<file path="src/rtl/tx_queue_pkg.sv">
// TX queue package: byte width, FIFO entry types and controller states

package tx_queue_pkg;

   //////////////////////////////////////////////////////////////////////
   // Stream width
   //////////////////////////////////////////////////////////////////////

   // Fixed for the 1G byte-wide MAC interface
   localparam int byte_width = 8;

   //////////////////////////////////////////////////////////////////////
   // FIFO entries
   //////////////////////////////////////////////////////////////////////

   // One data FIFO entry, 9 bits
   typedef struct packed {
      logic                  eop;
      logic [byte_width-1:0] data;
   } tx_word_t;

   // One marker per complete packet
   typedef struct packed {
      logic done;
   } pkt_mark_t;

   //////////////////////////////////////////////////////////////////////
   // Controller
   //////////////////////////////////////////////////////////////////////

   typedef enum logic [1:0] {
      st_idle,
      st_wait_ack,
      st_send,
      st_gap
   } tx_state_t;

endpackage

</file>
<file path="src/rtl/tx_queue_ctrl.sv">
// TX controller: packet start, MAC acknowledge, byte streaming and frame gap

module tx_queue_ctrl (
   input  logic                   clk125,
   input  logic                   reset,
   // Marker FIFO read port
   input  logic                   mark_empty,
   output logic                   mark_rd_en,
   // Data FIFO read port
   input  tx_queue_pkg::tx_word_t rd_data,
   input  logic                   data_empty,
   output logic                   rd_en,
   // MAC side
   output logic [7:0]             tx_data,
   output logic                   tx_data_valid,
   input  logic                   tx_ack
);

   import tx_queue_pkg::*;

   tx_state_t state;
   tx_state_t state_next;

   //////////////////////////////////////////////////////////////////////
   // Next state and outputs
   //////////////////////////////////////////////////////////////////////

   always_comb begin
      state_next    = state;
      mark_rd_en    = 1'b0;
      rd_en         = 1'b0;
      tx_data_valid = 1'b0;

      case (state)
         st_idle: begin
            // A marker means the whole packet is already readable
            if (!mark_empty) begin
               mark_rd_en = 1'b1;
               state_next = st_wait_ack;
            end
         end

         st_wait_ack: begin
            // First byte held until the MAC takes it
            tx_data_valid = ~data_empty;
            if (tx_ack) begin
               rd_en = 1'b1;
               // Single-byte frame ends right here
               state_next = rd_data.eop ? st_gap : st_send;
            end
         end

         st_send: begin
            tx_data_valid = ~data_empty;
            rd_en         = 1'b1;
            if (rd_data.eop) begin
               state_next = st_gap;
            end
         end

         st_gap: begin
            state_next = st_idle;
         end

         default: begin
            state_next = st_idle;
         end
      endcase
   end

   assign tx_data = rd_data.data;

   always_ff @(posedge clk125 or posedge reset) begin
      if (reset) begin
         state <= st_idle;
      end else begin
         state <= state_next;
      end
   end

   //////////////////////////////////////////////////////////////////////
   // Checks
   //////////////////////////////////////////////////////////////////////

   // Marker and data cross the same way, so a started frame never runs dry
   no_underrun: assert property (
      @(posedge clk125) disable iff (reset) (state == st_send) |-> !data_empty
   ) else $error("tx_queue_ctrl: data FIFO empty inside a frame");

   // A marker is only taken once its frame is readable
   frame_ready: assert property (
      @(posedge clk125) disable iff (reset) mark_rd_en |-> !data_empty
   ) else $error("tx_queue_ctrl: marker seen before its data");

endmodule

</file>
<file path="config.mk">
export PLATFORM = sky130hd
export DESIGN_NAME = tx_queue_ctrl
export DESIGN_NICKNAME = d
export VERILOG_FILES = /design/src/rtl/tx_queue_pkg.sv /design/src/rtl/tx_queue_ctrl.sv
export SDC_FILE = /design/constraint.sdc
export NUM_CORES = 1
export LEC_CHECK = 0
export BUFFER_PORTS_ARGS = -buffer_cell sky130_fd_sc_hd__buf_2
export CORE_AREA = 2 2 39 41
export DETAILED_ROUTE_END_ITERATION = 10
export DIE_AREA = 0 0 41 43
export GPL_TIMING_DRIVEN = 0
export SYNTH_ARGS = -nofsm -noshare
export SYNTH_HDL_FRONTEND = slang
export SYNTH_SLANG_ARGS = --single-unit
export TNS_END_PERCENT = 1
</file>
<file path="constraint.sdc">
create_clock -name clk125 -period 1.7 [get_ports clk125]
set_input_delay 0.34 -clock clk125 [delete_from_list [all_inputs] [get_ports clk125]]
set_output_delay 0.34 -clock clk125 [all_outputs]
set_load 0.02 [all_outputs]
</file>
==> metrics.yaml, run 1 <==
routing:
  drt_iter0_drc: 2
  antenna_left: 0
  avgViaCountPerCell: 3.89
  wire_per_inst_um: 8.39
  highest-signal-layer: "met3"
  drcViolationCount: 0
  detail_route.wirelength_um: 554
  dr.pass1.iters: 2
  vias: 257
  route.met3.wl_um: 38
  wl_met1_um: 169
  wl_met2_um: 346
sta:
  fmax_mhz: 616
  worst_pin_slew_ns: 0.169
  slew_headroom: 0.887
  finClkSkew_ns: 0.00206
  holdWs_ns: 0.466
  finalSetupViolCount: 0
  rsz0062_at_grt: "no"
  fin_tns_setup_ns: 0
  finalMaxSlewViolations: 0
  fin_crit_sh: 0.955
  finalHoldViolCount: 0
  fin_crit_ns: 1.62
setup_path:
  worstPathArrival_ns: 1.28
  critPathBufInv: 2
  slowest_delay_ns: 0.39
  cpMaxStageDelayCell: "dfrtp_1"
  r2r_start: "state[1]$_DFFE_PP0P_"
  critical_path_class: "flip-flop to primary output"
  cp_max_fo: 4
  cp.required_ns: 1.36
  worst_setup_path_end_kind: "primary output"
  crit_path_cell_trace: "inv_2 > ha_1 > nor2b_1 > buf_4"
  critPathTopFamily: "flip-flops"
  worstSetupStartpoint: "state[1]$_DFFE_PP0P_"
  startpoint_type: "flip-flop"
floorplanning:
  core-area_um2: 1380
  rows: 14
  die_w_um: 41
  io_pins: 25
  chipHeight_um: 43
  initial_core_util: 0.212
  die_area_um2: 1760
worst_hold_path:
  hold_class: "input port to flip-flop"
  hold_start: "mark_empty"
power_and_ir_drop:
  seq_power_share: 0.136
  p_clk_frac: 0.143
  peakVddDrop_v: 0.000742
  internal-power_uw: 426
  p_leak_nw: 0.257
  p_sw_uw: 300
  powerDensity_nw_per_um2: 1610
  combPwrFrac: 0.721
  switching_share: 0.413
finish:
  num-fill-cells: 143
  seq_area_um2: 50.0
  multiInputGateArea_um2: 184
  drive_gt1_frac: 0.720
  diodes: 0
  layout_commonest_cell: "buf_2"
  largestRegisters: "state x2"
  largest_reg_flops: 2
  regMostFlops: "state"
  final_nets: 70
  area_growth_syn_to_layout_pct: 53.8
  layout_common_cells: "buf_2 (14), buf_4 (11), nor2b_1 (3), ha_1 (3), clkbuf_4 (3)"
clock_tree:
  cts_buffers: 3
  clock_latency_ns: 0.22
  cts_sinks: 2
  path_clk_slew_ns: 0.03
  clock_tree.buffer_depth: 2
  cts_tree: "yes"
  htree_levels: 1
  cts-root-buf: "clkbuf_4"
synthesis:
  syn_area_um2: 293
  synth_nets: 47
  ys_ff_latch: 2
  ys_warn_count: 0
  ys_types: 13
  yosysSeqAreaShare: 0.171
  avgSynthCellArea_um2: 10.1
  syn_inst: 29
global_routing:
  grt_overflow_total: 0
  grt_pass1_wl_um: 841
  grt_use_total: 0.0764
  first_global_vias: 228
  grt_max_degree: 6
  antenna_found_initial: 0
place:
  gp_congestion: 0.771
  portBuffers: 16
run_status:
  status: "finished, final reports clean"
flow_run:
  cap_violations: 0
repair_timing:
action / CTS / global route
setup buffers: 0 / 1
endpoints found under the hold margin: 2 / 0
hold buffers: 1 / 0
endpoints found under the setup margin: 1 / 3
cloned: 0 / 0
gates resized for setup: 1 / 5
kinds of logic (layout without fill, tap and decap cells):
logic type,Yosys count,after routing,share of synthesized area
AOI/OAI and AO/OA,4,4,0.107
adders and majority gates,4,4,0.171
buffers and inverters,11,32,0.244
DFF,2,2,0.171
muxes,1,1,0.0513
and+or+nand+nor,7,7,0.256
final timing paths:
kind,endpoint,slack (ns),cells past startpoint
worst max-delay path,rd_en,0.08,4
worst min-delay path,state[0]$_DFFE_PP0P_,0.47,4
worst max register to register,state[1]$_DFFE_PP0P_,0.41,5
worst min register to register,state[0]$_DFFE_PP0P_,0.59,2
max in group asynchronous,state[1]$_DFFE_PP0P_,1.08,3
min in group asynchronous,state[0]$_DFFE_PP0P_,0.51,3
worst register-to-register path, delay by kind of cell (launching register included):
kind	cells	cell delay (ns)
fa+ha+maj	1	0.20
buf+inv	1	0.10
flops	1	0.41
mux	1	0.30
simple gates	2	0.15
cell type report:
cell class,instances,share of cell area
Sequential cell,2,0.111
Clock buffer,3,0.0500
Inverter,3,0.0250
Tap cell,16,0.0444
Buffer,8,0.133
Timing Repair Buffer,18,0.228
Multi-Input combinational cell,16,0.408
Yosys cell counts (all sizes together):
cell     instances  share of area
ha               4           0.17
mux2             1          0.051
o2111ai          1          0.030
buf              8           0.21
inv              3          0.038
a2bb2oi          1          0.030
nor2b            3          0.064
a211o            1          0.030
nand2            1          0.038
nand3            1          0.060
a21oi            1          0.017
nand2b           2          0.094
dfrtp            2           0.17
power groups by stage:
stage                     Clock [mW]  Combinational [mW]  Sequential, mW
after global placement             0               0.460          0.0947
after global routing           0.118               0.576           0.102
after floorplan                    0               0.373          0.0909
final                          0.104               0.523          0.0988
after CTS                      0.112               0.470          0.0951
after detailed placement           0               0.463          0.0947
metrics by stage:
step / utilization / total power, mW / setup slack, ns / instances / area (um2)
floorplan: - / 0.464 / 0.265 / 29 / 293
global placement: 0.284 / 0.555 / 0.248 / 61 / 393
detailed placement: 0.284 / 0.558 / 0.242 / 61 / 393
CTS: 0.309 / 0.678 / 0.0305 / 65 / 428
global route: 0.325 / 0.796 / 0.00408 / 66 / 450
finish: 0.325 / 0.726 / 0.0761 / 66 / 450
layer usage:
layer	GRT usage	up-vias
met4	0.0800	0
met2	0.116	9
met3	0.0157	0
met1	0.0774	118
li1	-	130
met5	0	-
No activity file was read; power rests on OpenSTA's default activity.
==> run 2, diff against run 1 <==
--- a/config.mk
+++ b/config.mk
@@ -5,11 +5,12 @@
 export SDC_FILE = /design/constraint.sdc
 export NUM_CORES = 1
 export LEC_CHECK = 0
-export BUFFER_PORTS_ARGS = -buffer_cell sky130_fd_sc_hd__buf_2
 export CORE_AREA = 2 2 39 41
 export DETAILED_ROUTE_END_ITERATION = 10
 export DIE_AREA = 0 0 41 43
+export DONT_BUFFER_PORTS = 1
 export GPL_TIMING_DRIVEN = 0
+export SLEW_MARGIN = 10
 export SYNTH_ARGS = -nofsm -noshare
 export SYNTH_HDL_FRONTEND = slang
 export SYNTH_SLANG_ARGS = --single-unit
==> metrics.yaml, run 2 (synthesized netlist as in run 1, its figures left out) <==
run_status:
  status: "finished, final reports clean"
floorplanning:
  io_pins: 25  # unchanged
  die_w_um: 41  # unchanged
  die_area_um2: 1760  # unchanged
  initial_core_util: 0.212  # unchanged
  chipHeight_um: 43  # unchanged
  rows: 14  # unchanged
  core-area_um2: 1380  # unchanged
routing:
  wire_per_inst_um: 9.96  # +19%
  detail_route.wirelength_um: 488  # -12%
  drcViolationCount: 0  # unchanged
  drt_iter0_drc: 2  # unchanged
  dr.pass1.iters: 2  # unchanged
  antenna_left: 0  # unchanged
  avgViaCountPerCell: 4.04  # +3.8%
  vias: 198  # -23%
power_and_ir_drop:
  powerDensity_nw_per_um2: 1780  # +11%
  peakVddDrop_v: 0.000550  # -26%
  p_leak_nw: 0.187  # -27%
setup_path:
  cp.required_ns: 1.36  # about the same
  cp_max_fo: 4  # unchanged
  worstPathArrival_ns: 1.29  # about the same
  startpoint_type: "flip-flop"
  crit_path_cell_trace: "inv_1 > ha_2 > a21oi_1 > nor2b_2"
  worst_setup_path_end_kind: "primary output"
  critical_path_class: "flip-flop to primary output"
  slowest_delay_ns: 0.40  # about the same
  cpMaxStageDelayCell: "dfrtp_1"
place:
  pre_cts_slack_ns: 0.165  # -0.0772 ns
  dpl-instance-area_um2: 313  # -20%
  portBuffers: 0  # -16
  gp_congestion: 0.717  # -7.0%
finish:
  stdcell_area_um2: 358  # -21%
  regMostFlops: "state"
  layout_commonest_cell: "buf_4"
  largestRegisters: "state x2"
  final_nets: 53  # -24%
  final_core_util: 0.259  # -0.0669
  area_growth_syn_to_layout_pct: 22.2
  largest_reg_flops: 2  # unchanged
  layout_common_cells: "buf_4 (8), inv_1 (3), nor2b_2 (3), clkbuf_4 (3)"
  diodes: 0  # unchanged
  drive_gt1_frac: 0.636  # -0.0836
clock_tree:
  cts_tree: "yes"
  path_clk_slew_ns: 0.03  # about the same
  clock_tree.buffer_depth: 2  # unchanged
  htree_levels: 1  # unchanged
  cts_buffers: 3  # unchanged
  clock_latency_ns: 0.22  # about the same
  cts-root-buf: "clkbuf_4"
  cts_sinks: 2  # unchanged
sta:
  fin_tns_setup_ns: 0  # unchanged
  finalHoldViolCount: 0  # unchanged
  slew_headroom: 0.836  # -0.0507
  finalMaxSlewViolations: 0  # unchanged
  fin_crit_ns: 1.63  # +0.00870 ns
  finalSetupViolCount: 0  # unchanged
  worst_pin_slew_ns: 0.244  # +0.0752 ns
  setup_ws_ns: 0.0674  # -0.00870 ns
  holdWs_ns: 0.333  # -0.133 ns
  fmax_mhz: 613  # -0.53%
  rsz0062_at_grt: "yes"
  finClkSkew_ns: 0.00231  # +0.000247 ns
  fin_crit_sh: 0.960  # +0.00512
worst_hold_path:
  hold_class: "input port to flip-flop"
flow_run:
  cap_violations: 0  # unchanged
global_routing:
  antenna_found_initial: 0  # unchanged
  grt_use_total: 0.0773  # +0.000927
  grt_pass1_wl_um: 828  # -1.5%
  first_global_vias: 211  # -7.5%
  grt_max_degree: 6  # unchanged
  grt_overflow_total: 0  # unchanged
## run 2: cell count changes in the layout (fill, tap and decap cells not counted), sizes merged
cell / delta
buf: -17
## run 2: through the flow
step / instances / power [mW]
finish: 49 / 0.637
global route: 49 / 0.698
CTS: 49 / 0.647
detailed placement: 45 / 0.517
global placement: 45 / 0.516
floorplan: 29 / 0.464
## run 2: path summary, 6_finish.rpt
path,startpoint,end,slack (ns),cells after the start
worst max register to register,state[0]$_DFFE_PP0P_,state[1]$_DFFE_PP0P_,0.38,5
worst min-delay path,mark_empty,state[0]$_DFFE_PP0P_,0.33,3
min in group asynchronous,reset,state[0]$_DFFE_PP0P_,0.40,2
worst max-delay path,state[1]$_DFFE_PP0P_,rd_en,0.07,4
worst min register to register,state[1]$_DFFE_PP0P_,state[1]$_DFFE_PP0P_,0.57,1
max in group asynchronous,reset,state[1]$_DFFE_PP0P_,1.19,2
## run 2: power breakdown
part / internal [mW] / switching (mW)
combinational: 0.213 / 0.224
clock: 0.0777 / 0.0254
sequential: 0.0757 / 0.0209
total: 0.367 / 0.270
## run 2: worst max-delay path, delay by kind of cell, from the launching register on
kind,cells,cell delay (ns)
buffers and inverters,1,0.12
DFF,1,0.40
adders and majority gates,1,0.23
and+or+nand+nor,1,0.24
AOI/OAI and AO/OA,1,0.09
## run 2: per-layer routing
metal | GRT usage | up-vias | share of wire
li1 | - | 96 | -
met1 | 0.0675 | 93 | 0.31
met2 | 0.109 | 9 | 0.62
met3 | 0.0314 | 0 | 0.070
met4 | 0.100 | 0 | 0
met5 | 0 | - | 0
## run 2: layout make-up
type,instances,area (um2)
clock buffers,3,22.5
inverters,3,11.3
multi-input cells,16,184
repair buffers,1,10.0
well taps,16,20.0
plain buffers,8,60.1
flip-flops and latches,2,50.0
fillers,146,1030
## run 2: repair_timing
| action | in CTS | in global routing |
|---|---|---|
| hold buffers | 1 | 0 |
| gates resized for setup | 2 | 3 |
| pin swaps | 0 | 0 |
| endpoints found under the setup margin | 2 | 3 |
| buffers inserted | 0 | 0 |
| hold endpoints to repair | 2 | 0 |
==> run 3, diff against run 2 <==
--- a/config.mk
+++ b/config.mk
@@ -10,6 +10,7 @@
 export DIE_AREA = 0 0 41 43
 export DONT_BUFFER_PORTS = 1
 export GPL_TIMING_DRIVEN = 0
+export REMOVE_ABC_BUFFERS = 1
 export SLEW_MARGIN = 10
 export SYNTH_ARGS = -nofsm -noshare
 export SYNTH_HDL_FRONTEND = slang
==> metrics.yaml, run 3 (synthesized netlist as in run 1, its figures left out) <==
run_status:
  status: "finished, final reports clean"
sta:
  rsz0062_at_grt: "no"
  finClkSkew_ns: 0.00263  # +0.000323 ns
  finalSetupViolCount: 0  # unchanged
  fin_tns_setup_ns: 0  # unchanged
  slew_headroom: 0.837  # about the same
  fin_crit_ns: 1.60  # -0.0349 ns
  finalHoldViolCount: 0  # unchanged
  fin_crit_sh: 0.940  # -0.0206
  fmax_mhz: 626  # +2.2%
  finalMaxSlewViolations: 0  # unchanged
  setup_ws_ns: 0.102  # +0.0349 ns
  worst_pin_slew_ns: 0.243  # -0.000954 ns
flow_run:
  cap_violations: 0  # unchanged
finish:
  num-fill-cells: 150  # +2.7%
  final_nets: 45  # -15%
  area_growth_syn_to_layout_pct: 4.27
  drive_gt1_frac: 0.480  # -0.156
  diodes: 0  # unchanged
  regMostFlops: "state"
  layoutNonFillerInstCount: 41  # -16%
  largest_reg_flops: 2  # unchanged
  layout_common_cells: "inv_1 (3), ha_1 (3), clkbuf_4 (3)"
  largestRegisters: "state x2"
  final_core_util: 0.221  # -0.0380
routing:
  antenna_left: 0  # unchanged
  dr.pass1.iters: 1  # -1
  wire_per_inst_um: 12.1  # +21%
  vias: 176  # -11%
  avgViaCountPerCell: 4.29  # +6.2%
  drcViolationCount: 0  # unchanged
  detail_route.wirelength_um: 496  # +1.6%
  drt_iter0_drc: 0  # -2
floorplanning:
  chipHeight_um: 43  # unchanged
  die_area_um2: 1760  # unchanged
  initial_core_util: 0.212  # unchanged
  die_w_um: 41  # unchanged
  rows: 14  # unchanged
  io_pins: 25  # unchanged
  core-area_um2: 1380  # unchanged
global_routing:
  grt_overflow_total: 0  # unchanged
  first_global_vias: 207  # -1.9%
  grt_max_degree: 6  # unchanged
  antenna_found_initial: 0  # unchanged
  grt_use_total: 0.0704  # -0.00696
  grt_pass1_wl_um: 807  # -2.5%
worst_hold_path:
  hold_class: "input port to flip-flop"
  hold_depth: 3  # unchanged
clock_tree:
  post_cts_buffers: 0  # unchanged
  cts_sinks: 2  # unchanged
  path_clk_slew_ns: 0.03  # about the same
  htree_levels: 1  # unchanged
  cts_buffers: 3  # unchanged
  clock_tree.buffer_depth: 2  # unchanged
  clock_latency_ns: 0.22  # about the same
  cts_tree: "yes"
  cts-root-buf: "clkbuf_4"
power_and_ir_drop:
  powerDensity_nw_per_um2: 2120  # +19%
  peakVddDrop_v: 0.000563  # +2.3%
  total_power_uw: 648  # +1.7%
  p_leak_nw: 0.158  # -15%
setup_path:
  worstPathArrival_ns: 1.26  # -0.03 ns
  worst_setup_path_end_kind: "primary output"
  startpoint_type: "flip-flop"
  cpMaxStageDelayCell: "dfrtp_1"
  critical_path_class: "flip-flop to primary output"
  slowest_delay_ns: 0.38  # -0.02 ns
  cp.required_ns: 1.36  # about the same
  crit_path_cell_trace: "inv_1 > ha_1 > nor2b_4"
  cp_max_fo: 4  # unchanged
  crit_cells: 3  # -1
  reg2reg_depth: 5  # unchanged
  critPathBufInv: 1  # unchanged
  critPathTopFamily: "flip-flops"
place:
  dp_hpwl_um: 374
  numPlacedInstances: 37  # -18%
  pre_cts_slack_ns: 0.168  # +0.00329 ns
  gp_congestion: 0.677  # -5.6%
  portBuffers: 0  # unchanged
run 3: metal layers:
metal,GRT usage,wire length [um]
met5,0,0
met4,0.0600,0
met3,0.0681,71
met2,0.0844,252
met1,0.0677,172
run 3: final timing paths:
kind | start | end | slack, ns
max reg2reg | state[0]$_DFFE_PP0P_ | state[1]$_DFFE_PP0P_ | 0.39
min reg2reg | state[1]$_DFFE_PP0P_ | state[1]$_DFFE_PP0P_ | 0.58
max in group asynchronous | reset | state[0]$_DFFE_PP0P_ | 1.17
max | state[1]$_DFFE_PP0P_ | rd_en | 0.10
min in group asynchronous | reset | state[1]$_DFFE_PP0P_ | 0.42
min | mark_empty | state[0]$_DFFE_PP0P_ | 0.34
run 3: power breakdown:
group | switching [mW] | internal (mW)
logic | 0.220 | 0.228
registers | 0.0205 | 0.0757
clock network | 0.0262 | 0.0778
total | 0.267 | 0.381
run 3: repair_timing:
item,4_1_cts,5_1_grt
resized for setup,2,4
cloned,0,0
setup endpoints to repair,2,3
hold endpoints to repair,2,0
hold buffers,1,0
run 3: through the flow:
stage / hold WS, ns / cell area [um2]
3_5_place_dp: 0.0885 / 253
2_1_floorplan: 0.0812 / 233
3_3_place_gp: 0.0854 / 253
4_1_cts: 0.337 / 290
5_1_grt: 0.350 / 305
6_report: 0.338 / 305
run 3: area by class of cell:
cell class              instances  area (um2)  share of cell area
clock buffers                   3        22.5              0.0738
flip-flops and latches          2        50.0               0.164
inverters                       3        11.3              0.0369
well taps                      16        20.0              0.0656
multi-input cells              16         191               0.627
repair buffers                  1        10.0              0.0328
run 3: worst min-delay path, delay by kind of cell:
kind,cells,cell delay (ns)
AO/OA/AOI/OAI,2,0.13
AND/OR/NAND/NOR,1,0.03
